==> config.mk <==
export PLATFORM = sky130hd
export DESIGN_NAME = cart_info
export DESIGN_NICKNAME = d
export VERILOG_FILES = /design/src/common/cart_pkg.sv /design/src/loader/cart_info.sv
export SDC_FILE = /design/constraint.sdc
export NUM_CORES = 1
export LEC_CHECK = 0
export BUFFER_PORTS_ARGS = -buffer_cell sky130_fd_sc_hd__clkbuf_2
export CAP_MARGIN = 20
export CORE_MARGIN = 4
export CORE_UTILIZATION = 55
export DETAILED_ROUTE_END_ITERATION = 8
export GPL_TIMING_DRIVEN = 0
export PLACE_DENSITY = 0.86
export SLEW_MARGIN = 20
export SYNTH_ARGS = -nofsm -noshare
export SYNTH_HDL_FRONTEND = slang
export SYNTH_SLANG_ARGS = --single-unit
==> constraint.sdc <==
create_clock -name clk_sys -period 4.5 [get_ports clk_sys]
set_input_delay 0.225 -clock clk_sys [delete_from_list [all_inputs] [get_ports clk_sys]]
set_output_delay 0.225 -clock clk_sys [all_outputs]
set_load 0.02 [all_outputs]
==> src/common/cart_pkg.sv <==
// Shared types, download indices and cartridge constants for the loader; used by scoped names
package cart_pkg;

	// ========================================================================
	// Data and address types
	// ========================================================================

	typedef logic [7:0]  byte_t;     // Download and ROM data byte
	typedef logic [24:0] dl_addr_t;  // Host port byte address
	typedef logic [7:0]  dl_index_t; // Selects what is being loaded
	typedef logic [15:0] rom_addr_t; // 64 KB ROM store
	typedef logic [31:0] word32_t;   // One cheat record field

	// ========================================================================
	// Download indices
	// ========================================================================

	localparam dl_index_t IDX_SMS   = 8'd1;
	localparam dl_index_t IDX_GG    = 8'd2;   // Handheld cartridge
	localparam dl_index_t IDX_CHEAT = 8'd255; // Cheat codes, never a cartridge

	// Cartridge ID for the video chip quirk
	// Four bytes at the base, first byte most significant
	localparam word32_t  QUIRK_ID      = 32'h1370_014F;
	localparam dl_addr_t ID_BASE_ADDR  = 25'h000_7FFC;
	localparam dl_addr_t ID_CHECK_ADDR = 25'h000_8000; // Write here triggers compare

	// ========================================================================
	// Cheat record layout
	// ========================================================================

	// Flags, address, compare, replace in offset order
	localparam int CHEAT_BYTES = 16;
	localparam int FIELD_BYTES = 4;
	localparam int CHEAT_OFS_W = $clog2(CHEAT_BYTES);
	localparam int FIELD_SEL_W = $clog2(FIELD_BYTES);

endpackage

==> src/loader/cart_info.sv <==
`timescale 1ns/1ps
// Cartridge information tracker, builds the address mask, handheld flag and VDP quirk flag
module cart_info #(
	parameter int ROM_AW = 16
) (
	input  logic                clk_sys,
	input  logic                RESET,
	input  logic                dl_active,
	input  cart_pkg::dl_index_t dl_index,
	input  cart_pkg::dl_addr_t  dl_addr,
	input  cart_pkg::byte_t     dl_data,
	input  logic                dl_wr,
	output logic [ROM_AW-1:0]   cart_mask,
	output logic                is_gg,
	output logic                vdp_quirk
);

	logic              cart_dl;
	logic              old_dl;
	logic              dl_start;
	logic              cart_wr;
	logic              id_byte;  // Write falls in the ID window
	logic [1:0]        id_sel;
	cart_pkg::word32_t cart_id;

	assign cart_dl  = dl_active & (dl_index != cart_pkg::IDX_CHEAT);
	assign dl_start = cart_dl & ~old_dl;
	assign cart_wr  = dl_wr & cart_dl;

	// ID window is four aligned bytes
	assign id_byte = (dl_addr[24:2] == cart_pkg::ID_BASE_ADDR[24:2]);
	assign id_sel  = dl_addr[1:0];

	// ========================================================================
	// Mask and handheld flag
	// ========================================================================

	always_ff @(posedge clk_sys) begin
		if (RESET) begin
			old_dl    <= 1'b0;
			cart_mask <= '0;
			is_gg     <= 1'b0;
		end else begin
			old_dl <= cart_dl;
			if (cart_wr) begin
				// Address zero begins a fresh image
				if (dl_addr == '0) begin
					cart_mask <= '0;
				end else begin
					cart_mask <= cart_mask | dl_addr[ROM_AW-1:0];
				end
				is_gg <= (dl_index == cart_pkg::IDX_GG);
			end
		end
	end

	// ID bytes, first one lands in the top byte
	always_ff @(posedge clk_sys) begin
		if (cart_wr && id_byte) begin
			cart_id[8*(3-id_sel) +: 8] <= dl_data;
		end
	end

	// Quirk flag, cleared per cartridge and set only on a matching ID
	always_ff @(posedge clk_sys) begin
		if (RESET) begin
			vdp_quirk <= 1'b0;
		end else begin
			if (dl_start) begin
				vdp_quirk <= 1'b0;
			end
			if (cart_wr && (dl_addr == cart_pkg::ID_CHECK_ADDR) &&
				(cart_id == cart_pkg::QUIRK_ID)) begin
				vdp_quirk <= 1'b1;
			end
		end
	end

endmodule

==> run summary <==
Gate Count Post-Synth = 182
routed vias = 1616
Core ar. = 3720 um^2
wire per inst = 15.2 um
Max FO, Critical Path = 8
# H-tree levels = 2
VDD IR max = 249 uV
chip width = 70.5 um
worst slew pin tran = 0.737 ns
initial drt markers = 81
I/O Buffers = 62
Crit Path Class = in -> reg
RSZ-0062 raised after global routing = no
CTS tree = done
met3 usage = 3.74%
first-pass GRT wire length = 7490 um
Syn Std Cell Area = 2150 um^2
Synth area leader = edfxtp_1
syn nets = 232
GRT Total Usage = 19.3%
Final setup viols = 0
Detail Placement HPWL = 3610 um
commonest cells after routing, fill and taps aside = clkbuf_2, and2_1, edfxtp_1
Switching Share = 22.4%
die height = 70.5 um
Slew Limit Fails = 0
largest net degree at the start of global routing = 15
Cell Int Power = 0.000651 W
met1 global-route usage = 24.0%
Syn Area/Cell = 11.8 um^2
Yosys reg bits = 51
sequential share of the synthesized area = 62.5%
most common cell after layout, fill and taps aside = clkbuf_2
Synth Warn # = 0
Setup Fix Bufs, Post-CTS = 0
fin util = 69.9%
starting density of the core = 57.7%
Critical Path RT = 4.46 ns
Static Leakage = 1.00 nW
period utilisation layout = 37.8%
std cell rows = 22
Arr. time, crit path = 1.66 ns
gr ovfl total = 0
Ports = 63
clock buffer depth = 2
final setup TNS = 0 ns
Area Growth Syn to Fin = 21.0%
Placer Congestion = 0.742
worst-path cell chain = clkbuf_2 > nand4b_1 > or4_1 > nor3_1 > and2_1
worst min path class = in -> reg
initial antenna violation count = 0
Clock Power Share = 29.3%
vias in the first global route = 1660
final WL = 4550 um
Final Hold Fails = 0
DRC = 0
combinational power share = 10.4%
CP Capture Type = register
clk_lat worst skew = 0.29 ns
fin nets = 301
Yosys cell types = 30
f_max = 588 MHz
# hold bufs at CTS = 0
Fin Clk Skew = 0.00340 ns
pwr dens = 323 nW/um^2
Clock Pin Slew Worst Setup and Hold Paths = 0.08 ns
cts bufs inserted = 5
Die Area = 4960 um^2
part of the power in registers = 60.3%
Pre-Repair DR Iteration Count = 4
Min Clock Period, post-route = 1.70 ns
GR peak layer = met2
Final ANT Viol Nets = 0
clk sinks = 51
Clock Root Buffer = clkbuf_8
met2 usage = 33.0%
Avg Vias per Cell = 5.39
Max Cap Viol = 0
max incr delay on CP = 0.42 ns
status = completed
Max-slew headroom = 50.5%
sw power = 0.000188 W
Startpoint Class = primary input
share of post-route cells with drive strength above 1 = 29.4%
Area contributors post-synth = edfxtp_1, dfxtp_1, and2_1
# diodes = 0
Yosys top cell area share = 44.8%
Slowest cell on crit path = and2_1
post-CTS sizing = 0
[layout make-up]
class                   instances  area, um^2
inverters                       3        11.3
fillers                       290        1120
plain buffers                   3        20.0
well taps                      48        60.1
flip-flops and latches         51        1340
clock buffers                   8        81.3
repair buffers                 62         310
multi-input cells             125         773
[power groups by stage]
stage	clock network, W	logic, W	registers (W)
after detailed placement	0	0.0000866	0.000517
after global routing	0.000266	0.0000962	0.000507
after global placement	0	0.0000840	0.000516
after floorplan	0	0.0000325	0.000526
after CTS	0.000251	0.0000871	0.000506
final	0.000246	0.0000874	0.000506
[state kept, by name, summed over array words and instances (netlist names)]
name / count
old_dl: 1
cart_id: 32
vdp_quirk: 1
cart_mask: 16
is_gg: 1
[cell usage after synthesis (all sizes together)]
cell type and count:
a21oi 17, and2 36, buf 2, clkbuf 1, dfxtp 19, edfxtp 32
ha 5, inv 3, nand2 8, nand2b 1, nand3 2, nand4 7
nand4b 1, nor2 21, nor3 5, nor3b 1, nor4 9, nor4b 2
o211a 1, o211ai 2, o21ai 1, o31ai 1, o41ai 1, or3 1
or4 1, or4b 2
[metrics by stage]
stage	cell area [um^2]	instances	setup slack [ns]	total power (W)	hold slack, ns
detailed placement	2520	292	2.48	0.000603	0.452
CTS	2600	300	2.80	0.000844	0.142
global route	2600	300	2.68	0.000870	0.143
global placement	2520	292	2.50	0.000600	0.442
finish	2600	300	2.80	0.000839	0.145
floorplan	2150	182	2.86	0.000558	0.294
[layer usage]
layer	share of wire (%)	wire, um
met1	42	1910
met2	53	2400
met3	3.2	145
met4	2.0	91
met5	0	0
[worst max-delay path: cells and delay by family]
family	cells	cell delay (ns)
AND/OR/NAND/NOR	4	1.31
buffers and inverters	1	0.13
[cells by family (layout without fill, tap and decap cells)]
family                   after synthesis  count (layout)  share of synthesized area [%]
buffers and inverters                  6              76                           1.46
flip-flops                            51              51                           62.5
adder cells (fa/ha/maj)                5               5                           2.92
AO/OA/AOI/OAI                         23              23                           7.00
AND/OR/NAND/NOR                       97              97                           26.1
[worst paths after layout]
path | slack (ns) | end | cells past startpoint | from
max | 2.80 | cart_id[18]$_DFFE_PP_ | 5 | dl_addr[15]
min | 0.14 | is_gg$_SDFFE_PP0P_ | 2 | RESET
max reg2reg | 2.94 | vdp_quirk$_SDFFE_PP0P_ | 4 | cart_id[5]$_DFFE_PP_
min reg2reg | 0.46 | is_gg$_SDFFE_PP0P_ | 2 | is_gg$_SDFFE_PP0P_
Note: power is estimated with default switching activity, not from simulation.
