**config.mk**
```make
export PLATFORM = sky130hd
export DESIGN_NAME = cheat_assembler
export DESIGN_NICKNAME = d
export VERILOG_FILES = /design/src/common/cart_pkg.sv /design/src/verilog/cheat_assembler.sv
export SDC_FILE = /design/constraint.sdc
export NUM_CORES = 1
export LEC_CHECK = 0
export ABC_CLOCK_PERIOD_IN_PS = 1800
export BUFFER_PORTS_ARGS = -buffer_cell sky130_fd_sc_hd__buf_2
export CORE_MARGIN = 2
export CORE_UTILIZATION = 44
export DETAILED_ROUTE_END_ITERATION = 7
export PLACE_DENSITY_LB_ADDON = 0.15
export RECOVER_POWER = 100
export SLEW_MARGIN = 20
export SYNTH_ARGS = -nofsm -noshare
export SYNTH_HDL_FRONTEND = slang
export SYNTH_SLANG_ARGS = --single-unit
```
**constraint.sdc**
```tcl
create_clock -name clk_sys -period 1.8 [get_ports clk_sys]
set_input_delay 0.18 -clock clk_sys [delete_from_list [all_inputs] [get_ports clk_sys]]
set_output_delay 0.18 -clock clk_sys [all_outputs]
set_load 0.005 [all_outputs]
```
**src/common/cart_pkg.sv**
```systemverilog
// Shared types, download indices and cartridge constants for the loader; used by scoped names
package cart_pkg;

	// ========================================================================
	// Data and address types
	// ========================================================================

	typedef logic [7:0]  byte_t;     // Download and ROM data byte
	typedef logic [24:0] dl_addr_t;  // Host port byte address
	typedef logic [7:0]  dl_index_t; // Selects what is being loaded
	typedef logic [15:0] rom_addr_t; // 64 KB ROM store
	typedef logic [31:0] word32_t;   // One cheat record field

	// ========================================================================
	// Download indices
	// ========================================================================

	localparam dl_index_t IDX_SMS   = 8'd1;
	localparam dl_index_t IDX_GG    = 8'd2;   // Handheld cartridge
	localparam dl_index_t IDX_CHEAT = 8'd255; // Cheat codes, never a cartridge

	// Cartridge ID for the video chip quirk
	// Four bytes at the base, first byte most significant
	localparam word32_t  QUIRK_ID      = 32'h1370_014F;
	localparam dl_addr_t ID_BASE_ADDR  = 25'h000_7FFC;
	localparam dl_addr_t ID_CHECK_ADDR = 25'h000_8000; // Write here triggers compare

	// ========================================================================
	// Cheat record layout
	// ========================================================================

	// Flags, address, compare, replace in offset order
	localparam int CHEAT_BYTES = 16;
	localparam int FIELD_BYTES = 4;
	localparam int CHEAT_OFS_W = $clog2(CHEAT_BYTES);
	localparam int FIELD_SEL_W = $clog2(FIELD_BYTES);

endpackage

```
**src/verilog/cheat_assembler.sv**
```systemverilog
`timescale 1ns/1ps
// Cheat code collector, gathers 16 download bytes into one record and strobes it out
module cheat_assembler (
	input  logic                clk_sys,
	input  logic                RESET,
	input  logic                dl_active,
	input  cart_pkg::dl_index_t dl_index,
	input  cart_pkg::dl_addr_t  dl_addr,
	input  cart_pkg::byte_t     dl_data,
	input  logic                dl_wr,
	output cart_pkg::word32_t   code_flags,
	output cart_pkg::word32_t   code_addr,
	output cart_pkg::word32_t   code_compare,
	output cart_pkg::word32_t   code_replace,
	output logic                code_valid
);

	localparam int OFS_W = cart_pkg::CHEAT_OFS_W;
	localparam int SEL_W = cart_pkg::FIELD_SEL_W;

	logic                         code_wr;
	logic [OFS_W-1:0]             ofs;       // Byte offset in the record
	logic [OFS_W-SEL_W-1:0]       field;
	logic [SEL_W-1:0]             byte_sel;  // Lower offset is lower byte

	assign code_wr  = dl_active & dl_wr & (dl_index == cart_pkg::IDX_CHEAT);
	assign ofs      = dl_addr[OFS_W-1:0];
	assign field    = ofs[OFS_W-1:SEL_W];
	assign byte_sel = ofs[SEL_W-1:0];

	// ========================================================================
	// Field registers
	// ========================================================================

	always_ff @(posedge clk_sys) begin
		if (code_wr) begin
			case (field)
				2'd0:    code_flags[8*byte_sel +: 8]   <= dl_data;
				2'd1:    code_addr[8*byte_sel +: 8]    <= dl_data;
				2'd2:    code_compare[8*byte_sel +: 8] <= dl_data;
				default: code_replace[8*byte_sel +: 8] <= dl_data;
			endcase
		end
	end

	// Record complete after the last offset
	always_ff @(posedge clk_sys) begin
		if (RESET) begin
			code_valid <= 1'b0;
		end else begin
			code_valid <= code_wr && (ofs == OFS_W'(cart_pkg::CHEAT_BYTES - 1));
		end
	end

endmodule

```
==> results of run 1 <==
==> cell type report <==
class | instances | area, µm² | area share (%)
inverters | 2 | 7.51 | 0.123
well taps | 136 | 170 | 2.80
clock buffers | 18 | 418 | 6.87
flip-flops and latches | 129 | 3860 | 63.5
multi-input cells | 79 | 577 | 9.48
repair buffers | 178 | 861 | 14.1
clock inverters | 13 | 189 | 3.10
==> synthesized netlist by cell type <==
cell,n,area (µm²)
nor4_2,11,138
edfxtp_1,128,3840
nand4b_1,1,8.76
and4bb_2,1,12.5
nand3_1,4,20.0
nand4_2,1,12.5
buf_4,1,7.51
buf_6,2,22.5
and2_1,32,200
nor4_1,6,37.5
ha_1,6,75.1
nand3b_1,8,60.1
and3b_1,1,8.76
inv_1,2,7.51
or3b_1,4,35.0
buf_2,2,10.0
nor3b_2,1,12.5
nand4_4,1,21.3
nand2_1,1,3.75
nor4b_4,1,23.8
dfxtp_1,1,20.0
==> registers in the layout, summed over array words and instances (netlist names) <==
register      flops
code_addr        32
code_compare     32
code_flags       32
code_replace     32
code_valid        1
==> worst max-delay path by stage <==
| stage | cells after the start | end | start | slack, ns |
|---|---|---|---|---|
| after floorplan | 4 | code_flags[0]$_DFFE_PP_ | dl_addr[0] | 0.02 |
| after global placement | 6 | code_flags[19]$_DFFE_PP_ | dl_addr[0] | 0.11 |
| after detailed placement | 6 | code_flags[19]$_DFFE_PP_ | dl_addr[0] | 0.08 |
| after CTS | 1 | code_flags[31] | code_flags[31]$_DFFE_PP_ | 0.57 |
| after global routing | 7 | code_flags[20]$_DFFE_PP_ | dl_addr[0] | 0.24 |
| final | 4 | code_compare[21]$_DFFE_PP_ | dl_index[5] | 0.40 |
==> what timing repair did <==
action	CTS	global route
setup endpoints to repair	0	0
endpoints found under the hold margin	1	0
hold buffers	1	0
==> power breakdown <==
| group | internal [mW] | switching (mW) | total [mW] |
|---|---|---|---|
| Sequential | 3.28 | 0.0000646 | 3.28 |
| Clock | 2.24 | 1.20 | 3.45 |
| Combinational | 0.0544 | 0.102 | 0.156 |
| Total | 5.58 | 1.31 | 6.89 |
==> routing by layer <==
| layer | share of wire [%] | routed length, µm | GRT usage [%] | vias to the layer above |
|---|---|---|---|---|
| met5 | 0 | 0 | 0 | - |
| met4 | 1.0 | 99 | 6.02 | 0 |
| met3 | 5.6 | 551 | 6.07 | 6 |
| met2 | 48 | 4680 | 27.9 | 98 |
| met1 | 46 | 4460 | 23.0 | 1231 |
| li1 | - | - | - | 1239 |
==> per-stage QoR <==
step | instance area [µm²] | worst slack, ns | power, mW | instances | hold slack [ns]
finish | 6090 | 0.402 | 6.89 | 555 | 0.133
global route | 6090 | 0.240 | 7.09 | 555 | 0.132
CTS | 6310 | 0.571 | 6.96 | 555 | 0.106
detailed placement | 5690 | 0.0784 | 3.52 | 523 | 0.486
global placement | 5690 | 0.106 | 3.52 | 523 | 0.490
floorplan | 4590 | 0.0180 | 3.44 | 215 | 0.351
==> cell families after synthesis <==
group | count (synthesis)
flops | 129
simple gates | 73
buf+inv | 7
fa+ha+maj | 6
==> metrics, run 1 <==
Hold WC Path Type=in2reg; Synth warnings=0; Post-CTS Resized=0; Tot GR Track Use=17.7%; HPWL Detailed=6540 µm; total negative setup slack=0 ns; Hold Path Origin=dl_addr[3]; Worst IR Drop VDD=0.670 mV; max_slew headroom=67.9%; final hold vios=0; critical path's largest stage delay=0.51 ns; final wirelength=9780 µm; RSZ-0062 raised after global routing=false; GR Overflow Total=0; Syn-to-layout area delta=32.9%; Fill cells=842; Die Y=106 µm; antenna cells=0; Critical Path Start Type=input pin; DRT iter0 DRCs=73; global-route wire length before repair=14200 µm; Seq cells post-synth=129; CP max-delay cell=nor4_1; Post-Syn Instances=215; Post-Syn Nets=266; crit path DAT=1.55 ns; sequential fraction of the synthesis area=84.3%; largest net degree at the start of global routing=18; Post-Synth XOR/XNOR Area=0%; vias in the first global route=2519; Slew Limit Fails=0; routed vias=2574; drt first pass iters=4; maxcap violations=0; Setup Viol. Count Final=0; Netlist cell types=21; # IOs=174; Setup CP Type=in2reg; CORE AREA=10200 µm²; Compound-Gate Fraction of Synth Area=0%; fin nets=458; layout cells sized above 1=34.1%; fin crit share=77.7%; CP bufs+invs=2; most common cell after layout, fill and taps aside=edfxtp_1; Synth Area in Adders=1.64%; DIE AREA=11200 µm²; vias per cell=4.64; GP Congestion=0.714; die width=106 µm; actual slew at the worst max-slew pin=0.480 ns; mapped cell area=4580 µm²; initial antenna violation count=0; final core occ=59.5%; IO buf count=152; CTS tree=built; most frequent cells in the layout=edfxtp_1, buf_2, clkbuf_1; Row Count=37; Root Driver=clkbuf_8; htree depth=4; clk buf depth=2; hold endpoint=code_valid$_SDFF_PP0_; post-synthesis simple-gate area fraction=13.0%; Starting Density=44.8%; CP required=1.95 ns; Post-CTS Setup Bufs=0; post-synthesis mux area share=0%; # DRC=0; WHS Path Cells=3; Clock Sinks=129; Fmax achieved=715 MHz; CTS Buf Count=17; Routed Antenna Nets=0; largest family of logic cells by synthesized area=simple AND/OR/NAND/NOR gates; Avg Inst Size Synth=21.3 µm²; drt wl/cell=17.6 µm; Setup crit end kind=flip-flop; clock slew at reported path FFs=0.05 ns; outcome=complete, no violations; Power Density=1130 nW/µm²; crit path cell chain=buf_2, nand4_2, nor4_1, clkbuf_1; CP top delay family=simple AND/OR/NAND/NOR gates; Leakage=1.82 nW; CP Max Fanout=17; Tmin final=1.40 ns
Power figures use the tool's default switching activity.
==> inputs of run 2 (changes only) <==
--- a/config.mk
+++ b/config.mk
@@ -5,7 +5,7 @@
 export SDC_FILE = /design/constraint.sdc
 export NUM_CORES = 1
 export LEC_CHECK = 0
-export ABC_CLOCK_PERIOD_IN_PS = 1800
+export ABC_CLOCK_PERIOD_IN_PS = 1200
 export BUFFER_PORTS_ARGS = -buffer_cell sky130_fd_sc_hd__buf_2
 export CORE_MARGIN = 2
 export CORE_UTILIZATION = 44
==> constraint.sdc (replaced) <==
create_clock -name clk_sys -period 1.2 [get_ports clk_sys]
set_input_delay 0.12 -clock clk_sys [delete_from_list [all_inputs] [get_ports clk_sys]]
set_output_delay 0.12 -clock clk_sys [all_outputs]
set_load 0.005 [all_outputs]
==> run 2 against run 1 <==
Against the previous run: clock-buffer cell count grew 1; die area stayed put; final cell count up 2.7%; first-iteration DRC count rose by 75%; sequential power increased by 50%; routed wire length increased by 3.9%; flip-flop and latch count did not move; largest power group unchanged.
==> metrics, run 2 (synthesis gave the netlist of run 1 again) <==
outcome=complete, no violations; Die Y=106 µm; max_slew headroom=70.7%; Critical Path Start Type=flip-flop; Clock Sinks=129; CP bufs+invs=1; CTS tree=built; Setup CP Type=reg2out; CP Max Fanout=1; final wirelength=10200 µm; Tot GR Track Use=18.6%; die width=106 µm; routed vias=2681; htree depth=4; Leakage=2.04 nW; # DRC=0; Worst IR Drop VDD=1.11 mV; most common cell after layout, fill and taps aside=edfxtp_1; Post-Place Cell Area=6040 µm²; fin crit share=98.3%; clock slew at reported path FFs=0.06 ns; multi-input logic area=777 µm²; Fill cells=787; Fmax achieved=848 MHz; DR top layer=met4; GP Congestion=0.734; CTS Buf Count=17; actual slew at the worst max-slew pin=0.435 ns; critical path's largest stage delay=0.40 ns; Starting Density=44.8%; global-route wire length before repair=15000 µm; DIE AREA=11200 µm²; Slew Limit Fails=0; initial antenna violation count=0; Setup Viol. Count Final=0; # IOs=174; vias in the first global route=2688; IO buf count=152; sequential cell area=3860 µm²; Final Instance Area=6490 µm²; vias per cell=4.70; CP required=1.08 ns; Tmin final=1.18 ns; most frequent cells in the layout=edfxtp_1, buf_2, clkbuf_1; Critical Path Start=code_replace[17]$_DFFE_PP_; CP top delay family=flip-flops; met3 routed WL=602 µm; crit path cell chain=buf_2; fin nets=472; Power Density=1610 nW/µm²; largest net degree at the start of global routing=18; Root Driver=clkbuf_8; maxcap violations=0; met2 wire length=4960 µm; worst hold slack=0.0616 ns; HPWL Detailed=7060 µm; DRT iter0 DRCs=128; DRT met1 WL=4460 µm; clk buf depth=2; Routed Antenna Nets=0; layout cells sized above 1=44.9%; Setup crit end kind=primary output; antenna cells=0; Post-CTS Resized=0; Hold Path Origin=dl_addr[2]; CORE AREA=10200 µm²; crit path DAT=1.06 ns; RSZ-0062 raised after global routing=true; drt wl/cell=17.8 µm; Hold WC Path Type=in2reg; CP max-delay cell=edfxtp_1; GR Overflow Total=0; drt first pass iters=4; final hold vios=0; Syn-to-layout area delta=41.7%; Row Count=37
[run 2: changes by cell type in the layout (fill, tap and decap cells not counted), moves of 6 or more]
cell      delta
clkbuf_2    +15
nor4_1      -13
clkbuf_1    -12
buf_2       +11
nor4_4       +8
and2_0       +7
and2_1       -7
buf_12       +6
[run 2: layout make-up]
type | instances | area share (%)
repair buffers | 192 | 16.1
inverters | 2 | 0.482
multi-input cells | 79 | 12.0
clock inverters | 13 | 2.87
clock buffers | 19 | 6.49
flip-flops and latches | 129 | 59.5
well taps | 136 | 2.62
[run 2: power by group]
| group | total, mW | switching [mW] | internal (mW) |
|---|---|---|---|
| combinational | 0.326 | 0.199 | 0.127 |
| clock | 5.21 | 1.83 | 3.37 |
| sequential | 4.93 | 0.000107 | 4.93 |
[run 2: worst paths after layout]
kind / to / slack, ns / depth (start not counted)
max: code_replace[17] / 0.02 / 1
min: code_valid$_SDFF_PP0_ / 0.06 / 4
[run 2: metal layers]
| metal | vias up | track usage (%) |
|---|---|---|
| li1 | 1262 | - |
| met1 | 1316 | 24.4 |
| met2 | 93 | 29.1 |
| met3 | 10 | 6.13 |
| met4 | 0 | 6.86 |
| met5 | - | 0 |
[run 2: per-stage QoR]
stage | std cells | setup slack, ns | util, % | total power [mW] | TNS (ns)
2_1_floorplan | 215 | -0.312 | - | 5.20 | -20.17
6_report | 570 | 0.0206 | 63.5 | 10.5 | 0
3_3_place_gp | 535 | -0.458 | 59.1 | 5.36 | -82.44
3_5_place_dp | 535 | -0.487 | 59.1 | 5.36 | -87.81
4_1_cts | 569 | 0.00284 | 65.2 | 10.6 | 0
5_1_grt | 570 | -0.00132 | 63.5 | 10.8 | -0.00132
[run 2: timing repair]
action                                  CTS  global route
endpoints found under the setup margin    0             5
buffers inserted                          0             1
hold buffers                              2             0
hold endpoints to repair                  1             0
