--- src/common/cart_pkg.sv ---
// Shared types, download indices and cartridge constants for the loader; used by scoped names
package cart_pkg;

	// ========================================================================
	// Data and address types
	// ========================================================================

	typedef logic [7:0]  byte_t;     // Download and ROM data byte
	typedef logic [24:0] dl_addr_t;  // Host port byte address
	typedef logic [7:0]  dl_index_t; // Selects what is being loaded
	typedef logic [15:0] rom_addr_t; // 64 KB ROM store
	typedef logic [31:0] word32_t;   // One cheat record field

	// ========================================================================
	// Download indices
	// ========================================================================

	localparam dl_index_t IDX_SMS   = 8'd1;
	localparam dl_index_t IDX_GG    = 8'd2;   // Handheld cartridge
	localparam dl_index_t IDX_CHEAT = 8'd255; // Cheat codes, never a cartridge

	// Cartridge ID for the video chip quirk
	// Four bytes at the base, first byte most significant
	localparam word32_t  QUIRK_ID      = 32'h1370_014F;
	localparam dl_addr_t ID_BASE_ADDR  = 25'h000_7FFC;
	localparam dl_addr_t ID_CHECK_ADDR = 25'h000_8000; // Write here triggers compare

	// ========================================================================
	// Cheat record layout
	// ========================================================================

	// Flags, address, compare, replace in offset order
	localparam int CHEAT_BYTES = 16;
	localparam int FIELD_BYTES = 4;
	localparam int CHEAT_OFS_W = $clog2(CHEAT_BYTES);
	localparam int FIELD_SEL_W = $clog2(FIELD_BYTES);

endpackage

--- src/loader/rom_writer.sv ---
`timescale 1ns/1ps
// Cartridge byte writer, turns host download strobes into toggle requests to the ROM store
module rom_writer #(
	parameter int ROM_AW = 16
) (
	input  logic                clk_sys,
	input  logic                RESET,
	input  logic                dl_active,
	input  cart_pkg::dl_index_t dl_index,
	input  cart_pkg::byte_t     dl_data,
	input  logic                dl_wr,
	output logic                dl_wait,
	output logic                wr_req,
	output logic [ROM_AW-1:0]   wr_addr,
	output cart_pkg::byte_t     wr_data,
	input  logic                wr_ack
);

	logic cart_dl;   // Cartridge download in progress
	logic old_dl;
	logic dl_start;
	logic wr_accept;
	logic wr_done;

	// Anything but the cheat index loads a cartridge
	assign cart_dl   = dl_active & (dl_index != cart_pkg::IDX_CHEAT);
	assign dl_start  = cart_dl & ~old_dl;
	assign wr_accept = dl_wr & cart_dl;

	// Store has caught up once the ack matches the request
	assign wr_done = dl_wait & (wr_req == wr_ack);

	always_ff @(posedge clk_sys) begin
		if (RESET) begin
			old_dl <= 1'b0;
		end else begin
			old_dl <= cart_dl;
		end
	end

	// ========================================================================
	// Request toggle, wait flag and address counter
	// ========================================================================

	always_ff @(posedge clk_sys) begin
		if (RESET) begin
			dl_wait <= 1'b0;
			wr_req  <= 1'b0;
			wr_addr <= '0;
		end else begin
			if (wr_accept) begin
				dl_wait <= 1'b1;    // Hold host off until ack
				wr_req  <= ~wr_req; // One flip per byte
			end else if (wr_done) begin
				dl_wait <= 1'b0;
				wr_addr <= wr_addr + 1'b1;
			end

			// New cartridge starts at address zero
			if (dl_start) begin
				wr_addr <= '0;
			end
		end
	end

	// Data byte held stable for the whole handshake
	always_ff @(posedge clk_sys) begin
		if (wr_accept) begin
			wr_data <= dl_data;
		end
	end

endmodule

--- config.mk ---
export PLATFORM = sky130hd
export DESIGN_NAME = rom_writer
export DESIGN_NICKNAME = d
export VERILOG_FILES = /design/src/common/cart_pkg.sv /design/src/loader/rom_writer.sv
export SDC_FILE = /design/constraint.sdc
export NUM_CORES = 1
export LEC_CHECK = 0
export BUFFER_PORTS_ARGS = -buffer_cell sky130_fd_sc_hd__buf_4
export CAP_MARGIN = 10
export CELL_PAD_IN_SITES_DETAIL_PLACEMENT = 1
export CELL_PAD_IN_SITES_GLOBAL_PLACEMENT = 2
export CORE_ASPECT_RATIO = 0.6
export CORE_UTILIZATION = 29
export CTS_CLUSTER_DIAMETER = 150
export DETAILED_ROUTE_END_ITERATION = 7
export HOLD_SLACK_MARGIN = 0.05
export PLACE_DENSITY_LB_ADDON = 0.05
export SYNTH_ARGS = -nofsm -noshare
export SYNTH_HDL_FRONTEND = slang
export SYNTH_SLANG_ARGS = --single-unit
--- constraint.sdc ---
create_clock -name clk_sys -period 2.38 [get_ports clk_sys]
set_input_delay 0 -clock clk_sys [delete_from_list [all_inputs] [get_ports clk_sys]]
set_output_delay 0 -clock clk_sys [all_outputs]
set_load 0.005 [all_outputs]
==> run_results.csv, run 1 <==
group,metric,value,unit
run_status,status,"complete, no violations",
worst_hold_path,worst_hold_path.endpoint,"old_dl$_SDFF_PP0_",
critical_path,cp.required,2570,ps
route,wl_per_cell,16.11,um
critical_path,startpoint_type,"flop",
cells_and_area,syn_to_final_growth,44.96,%
route,via_per_inst,5.251,
critical_path,critPathCaptureType,"flop",
critical_path,r2r_start,"wr_addr[0]$_SDFFE_PP0P_",
synth,postSynth.asyncResetShare,0,
clocking,h-tree-depth,1,
cells_and_area,num_antenna_cells,0,
floorplanning,initial_utilization,0.3176,
cells_and_area,fin_nets,199,
clocking,clk_pin_slew_worst_paths,100,ps
sta,relSlewSlack,0.5091,
synth,synth_nets,141,
sta,period_share,0.7564,
floorplanning,coreArea,0.003829,mm^2
synth,syn-cell-area,0.001216,mm^2
placement,hpwl,2.543,mm
route,dr.pass1.iters,4,
global_route,grt_pass1_wl,5.913,mm
route,drc,0,
floorplanning,die_h,52.16,um
clocking,numCtsBuffers,3,
clocking,cts_root_buf,"clkbuf_8",
route,ant_nets,0,
synth,yosysSeqAreaShare,0.5103,
clocking,cts_setup_buffers,0,
flow_run,cap_violations,0,
route,initialDrtViolationCount,68,
global_route,grt_pass1_vias,1179,
route,num_vias,1171,
critical_path,cp.arrival,1990,ps
synth,netlist_instances,119,
sta,worst_pin_slew,736.3,ps
cells_and_area,layout_commonest_cell,"buf_4",
clocking,cts_tree,"done",
sta,setup_violations,0,
global_route,grt_antenna_before_repair,0,
critical_path,rrSetupSlack,580,ps
sta,hold_viol,0,
synth,syn_avg_cell_area,10.22,um^2
critical_path,r2r_end,"wr_addr[12]$_SDFFE_PP0P_",
sta,layout_setup_ws,579.8,ps
critical_path,path_max_fanout,8,
sta,finalSetupTns,0,ps
floorplanning,die_area,0.004465,mm^2
sta,period_needed,1800,ps
clocking,clock_latency,280,ps
placement,gp_congestion,0.7433,
clocking,clockBufferDepth,2,
critical_path,startpoint,"wr_addr[0]$_SDFFE_PP0P_",
placement,port_buffers,46,
clocking,cts.sinks,27,
power_and_ir_drop,power.density,495.9,mW/mm^2
power_and_ir_drop,p_leak,0.6570,nW
floorplanning,fp-row-count,17,
floorplanning,die_width,85.61,um
synth,yosys_register_bits,27,
route,routed_wl,3.593,mm
synth,synth_cell_types,29,
global_route,grt_start_max_net_pins,28,
global_route,groute.usage.overall,0.1769,
worst_hold_path,hold_path_class,"input port to flop",
placement,dp_slack,620.1,ps
cells_and_area,n_fill_cell,435,
critical_path,ff2ff_path_depth,5,
sta,drv_slew,0,
cells_and_area,layout_common_cells,"buf_4, dfxtp_1, a21oi_1",
cells_and_area,final_util,0.4605,
cells_and_area,drive_above_1_share,0.3125,
critical_path,crit_type,"flop to flop",
sta,fmax,555.5,MHz
global_route,grt-ovfl-total,0,
worst_hold_path,min_from,"dl_index[0]",
sta,fin_skew,10.37,ps
power_and_ir_drop,vdd_drop_max,0.0002404,V
synth,ys_warn_count,0,
synth,synth_flop_cell,"dfxtp_1",
sta,rsz0062_at_grt,"false",
floorplanning,io_pins,47,
synth,synth_edf_count,8,
worst_hold_path,worstHoldPathCells,4,
sta,whs,112.5,ps
==> worst max-delay path, cell delays in order, from the launching register on <==
cell	delay [ps]
dfxtp_1	440
ha_1	210
and3_1	200
nand3_2	170
or4_1	520
a21oi_1	180
==> synth_stat cells, drive strengths merged, types with 3 or more instances <==
| master | number | area (um^2) |
|---|---|---|
| a21oi | 14 | 70.07 |
| and4 | 3 | 26.28 |
| clkbuf | 3 | 11.26 |
| dfxtp | 19 | 380.4 |
| edfxtp | 8 | 240.2 |
| mux2i | 3 | 30.03 |
| nand2 | 5 | 18.77 |
| nand3 | 8 | 50.05 |
| nand3b | 4 | 30.03 |
| nand4 | 4 | 25.02 |
| nor2 | 4 | 15.01 |
| o21ai | 4 | 20.01 |
| o31ai | 11 | 82.58 |
| or4 | 11 | 82.58 |
==> how the worst max path moves through the flow <==
stage,to,cells after the start
floorplan,wr_addr[10]$_SDFFE_PP0P_,5
global placement,wr_addr[12]$_SDFFE_PP0P_,5
detailed placement,wr_addr[12]$_SDFFE_PP0P_,5
CTS,wr_addr[12]$_SDFFE_PP0P_,5
global route,wr_addr[12]$_SDFFE_PP0P_,5
finish,wr_addr[12]$_SDFFE_PP0P_,5
==> metrics by stage <==
stage,instance area (um^2),total power (W),instances
final,1763,0.0008743,223
after floorplan,1216,0.0005424,119
after CTS,1763,0.0008860,223
after global routing,1763,0.0009140,223
after global placement,1614,0.0005971,209
after detailed placement,1614,0.0006002,209
==> sequential cells by signal (all words and copies together), names as in the netlist <==
register  count
dl_wait       1
old_dl        1
wr_addr      16
wr_data       8
wr_req        1
==> report_power, final <==
part	switching, W	total (W)	internal (W)
clock network	0.000152	0.000271	0.000119
logic	0.0000485	0.000108	0.0000598
registers	0.00000819	0.000495	0.000487
total	0.000208	0.000874	0.000666
==> final cells by class <==
cell class / instances / area [um^2] / share of cell area
clock buffer: 3 / 41.29 / 0.02342
clock inverter: 1 / 7.507 / 0.004258
tap: 47 / 58.81 / 0.03336
multi-input combinational: 85 / 566.8 / 0.3215
sequential: 27 / 620.6 / 0.3520
timing repair buffer: 58 / 460.4 / 0.2612
inverter: 2 / 7.507 / 0.004258
==> repair_timing <==
item,CTS,global route
endpoints found under the hold margin,11,0
resized for setup,0,0
hold buffers,10,0
==> logic make-up (layout without fill, tap and decap cells) <==
kind of cell	Yosys count	after routing	synth area share
XOR/XNOR	3	3	0.02778
AND/OR/NAND/NOR	48	48	0.2531
adder cells (fa/ha/maj)	1	1	0.01029
flip-flops	27	27	0.5103
multiplexers	3	3	0.02469
AO/OA/AOI/OAI	30	30	0.1502
buffers and inverters	7	64	0.02366
==> layer usage <==
metal / track usage / vias up / share of wire / wire length, um
li1: - / 573 / - / -
met1: 0.2382 / 556 / 0.48 / 1720
met2: 0.2853 / 40 / 0.45 / 1617
met3: 0.04762 / 2 / 0.067 / 240
met4: 0.04167 / 0 / 0.0039 / 14
met5: 0 / - / 0 / 0
Note: power is estimated with default switching activity, not from simulation.
==> run 2: changes to the inputs <==
--- a/config.mk
+++ b/config.mk
@@ -10,7 +10,7 @@
 export CELL_PAD_IN_SITES_DETAIL_PLACEMENT = 1
 export CELL_PAD_IN_SITES_GLOBAL_PLACEMENT = 2
 export CORE_ASPECT_RATIO = 0.6
-export CORE_UTILIZATION = 29
+export CORE_UTILIZATION = 28
 export CTS_CLUSTER_DIAMETER = 150
 export DETAILED_ROUTE_END_ITERATION = 7
 export HOLD_SLACK_MARGIN = 0.05
==> constraint.sdc (replaced) <==
create_clock -name clk_sys -period 1.7 [get_ports clk_sys]
set_input_delay 0 -clock clk_sys [delete_from_list [all_inputs] [get_ports clk_sys]]
set_output_delay 0 -clock clk_sys [all_outputs]
set_load 0.005 [all_outputs]
==> run 2 against run 1 <==
The run now ends with DRC left. Worst setup slack lost 500 ps. Sequential share of layout area fell by 2.3 points. Final area increased by 8.0%. Combinational power grew 71%. Clock power rose by 47%. Routed wire length fell by 1.1%. Global-route usage is 1.6 points lower. Via count up 4.1%. Critical path type unchanged.
==> run_results.csv, run 2 (synthesis gave the netlist of run 1 again) <==
group,metric,value,unit
cells_and_area,syn_to_final_growth,56.58,%
power_and_ir_drop,finalPower,0.001273,W
power_and_ir_drop,p_leak,0.7141,nW
global_route,grt_pass1_wl,5.520,mm
cells_and_area,layout_commonest_cell,"buf_4",
critical_path,r2r_end,"wr_addr[10]$_SDFFE_PP0P_",
cells_and_area,n_fill_cell,476,
sta,hold_viol,0,
critical_path,worstPathCellList,"ha_1, and3_4, nand3_4, or4_1, a21oi_1",
floorplanning,io_pins,47,
critical_path,cp_slowest_cell,"or4_1",
global_route,groute.usage.overall,0.1607,
sta,drv_slew,0,
route,met3_length,162,um
critical_path,ff2ff_path_depth,5,
clocking,cts.sinks,27,
route,drc,1,
route,wl_met1,1.749,mm
sta,period_share,0.9525,
clocking,cts_setup_buffers,0,
sta,setup_violations,0,
sta,rsz0062_at_grt,"true",
critical_path,path_max_fanout,8,
placement,hpwl,2.523,mm
power_and_ir_drop,power.density,668.5,mW/mm^2
clocking,clk_pin_slew_worst_paths,100,ps
worst_hold_path,min_from,"dl_index[0]",
critical_path,crit_type,"flop to flop",
power_and_ir_drop,combPwrFrac,0.145,
power_and_ir_drop,vdd_drop_max,0.0004027,V
critical_path,critPathMaxStageDelay,500,ps
worst_hold_path,worstHoldPathCells,4,
critical_path,critPathCaptureType,"flop",
route,via_per_inst,4.935,
route,wl_per_cell,14.39,um
sta,period_needed,1619,ps
global_route,grt_antenna_before_repair,0,
sta,worst_pin_slew,505.2,ps
cells_and_area,num_antenna_cells,0,
floorplanning,initial_utilization,0.2935,
global_route,grt-ovfl-total,0,
worst_hold_path,hold_path_class,"input port to flop",
critical_path,rrSetupSlack,80,ps
cells_and_area,top_register,"wr_addr",
cells_and_area,fin_area,0.001904,mm^2
sta,whs,158.8,ps
clocking,clock_latency,280,ps
power_and_ir_drop,internal_power,0.0009578,W
power_and_ir_drop,switching_share,0.2476,
cells_and_area,drive_above_1_share,0.3850,
route,ant_nets,0,
cells_and_area,largest_registers,"wr_addr (16), wr_data (8)",
global_route,grt_start_max_net_pins,24,
power_and_ir_drop,switching_power,0.0003152,W
run_status,status,"complete, but fails checks",
floorplanning,coreArea,0.004144,mm^2
placement,port_buffers,46,
cells_and_area,largest_reg_flops,16,
clocking,cts_tree,"done",
clocking,numCtsBuffers,3,
critical_path,r2r_start,"wr_addr[0]$_SDFFE_PP0P_",
cells_and_area,fin_nets,210,
cells_and_area,layout_common_cells,"buf_4, dfxtp_1, a21oi_1",
route,routed_wl,3.554,mm
critical_path,startpoint_type,"flop",
floorplanning,die_h,53.05,um
floorplanning,fp-row-count,18,
power_and_ir_drop,p_clk_frac,0.313,
route,dr.pass1.iters,8,
route,wl_met2,1.635,mm
floorplanning,die_width,87.08,um
clocking,cts_root_buf,"clkbuf_8",
worst_hold_path,worst_hold_path.endpoint,"old_dl$_SDFF_PP0_",
flow_run,cap_violations,0,
clocking,h-tree-depth,1,
route,num_vias,1219,
placement,postPlaceCellArea,0.001713,mm^2
floorplanning,die_area,0.004620,mm^2
sta,relSlewSlack,0.6610,
clocking,clockBufferDepth,2,
route,initialDrtViolationCount,18,
global_route,grt_pass1_vias,1154,
critical_path,cp.required,1920,ps
critical_path,cp.arrival,1840,ps
route,top_layer,"met4",
sta,fmax,617.6,MHz
power_and_ir_drop,pwr-share-seq,0.541,
run_status,violations,"DRC",
placement,gp_congestion,0.7168,
sta,fin_skew,5.462,ps
-- run 2: worst max-delay path, delay by kind of cell, from the launching register on --
| family | cells | cell delay (ps) |
|---|---|---|
| fa+ha+maj | 1 | 180 |
| simple gates | 3 | 830 |
| compound gates | 1 | 160 |
| flops | 1 | 390 |
-- run 2: area by class of cell --
class	count	area [um^2]	area share
flip-flops and latches	27	626.9	0.3292
multi-input cells	85	601.8	0.3160
repair buffers	69	543.0	0.2852
well taps	60	75.07	0.03942
clock buffers	3	41.29	0.02168
clock inverters	1	8.758	0.004599
inverters	2	7.507	0.003942
-- run 2: worst max-delay path by stage --
stage                                        from                  endpoint  slack (ps)  cells past startpoint
after floorplan           wr_addr[0]$_SDFFE_PP0P_  wr_addr[10]$_SDFFE_PP0P_         160                      5
after global placement    wr_addr[0]$_SDFFE_PP0P_  wr_addr[10]$_SDFFE_PP0P_         110                      5
after CTS                 wr_addr[0]$_SDFFE_PP0P_  wr_addr[10]$_SDFFE_PP0P_           2                      5
after detailed placement  wr_addr[0]$_SDFFE_PP0P_  wr_addr[10]$_SDFFE_PP0P_         -20                      5
final                     wr_addr[0]$_SDFFE_PP0P_  wr_addr[10]$_SDFFE_PP0P_          80                      5
after global routing      wr_addr[5]$_SDFFE_PP0P_  wr_addr[14]$_SDFFE_PP0P_           6                      4
-- run 2: what timing repair did --
action,CTS,global route
setup endpoints to repair,3,14
gates resized for setup,2,8
hold buffers,10,0
hold endpoints to repair,12,0
-- run 2: metal layers --
layer	GRT usage	vias to the layer above
met1	0.2154	587
met5	0	-
li1	-	602
met4	0.02500	0
met3	0.04992	2
met2	0.2585	28
-- run 2: power by group through the flow --
stage / combinational [W] / sequential, W / clock [W]
5_1_grt: 0.000198 / 0.000692 / 0.000437
2_1_floorplan: 0.0000503 / 0.000709 / 0
4_1_cts: 0.000176 / 0.000690 / 0.000420
3_3_place_gp: 0.000152 / 0.000704 / 0
3_5_place_dp: 0.000158 / 0.000704 / 0
6_report: 0.000185 / 0.000689 / 0.000399
-- run 2: through the flow --
| step | utilization | worst slack [ps] | std cells | setup TNS, ps |
|---|---|---|---|---|
| after global placement | 0.4133 | 109.1 | 233 | 0 |
| after floorplan | - | 164.4 | 119 | 0 |
| after global routing | 0.4595 | 6.445 | 247 | 0 |
| final | 0.4595 | 80.73 | 247 | 0 |
| after CTS | 0.4502 | 2.023 | 247 | 0 |
| after detailed placement | 0.4133 | -23.41 | 233 | -23.41 |
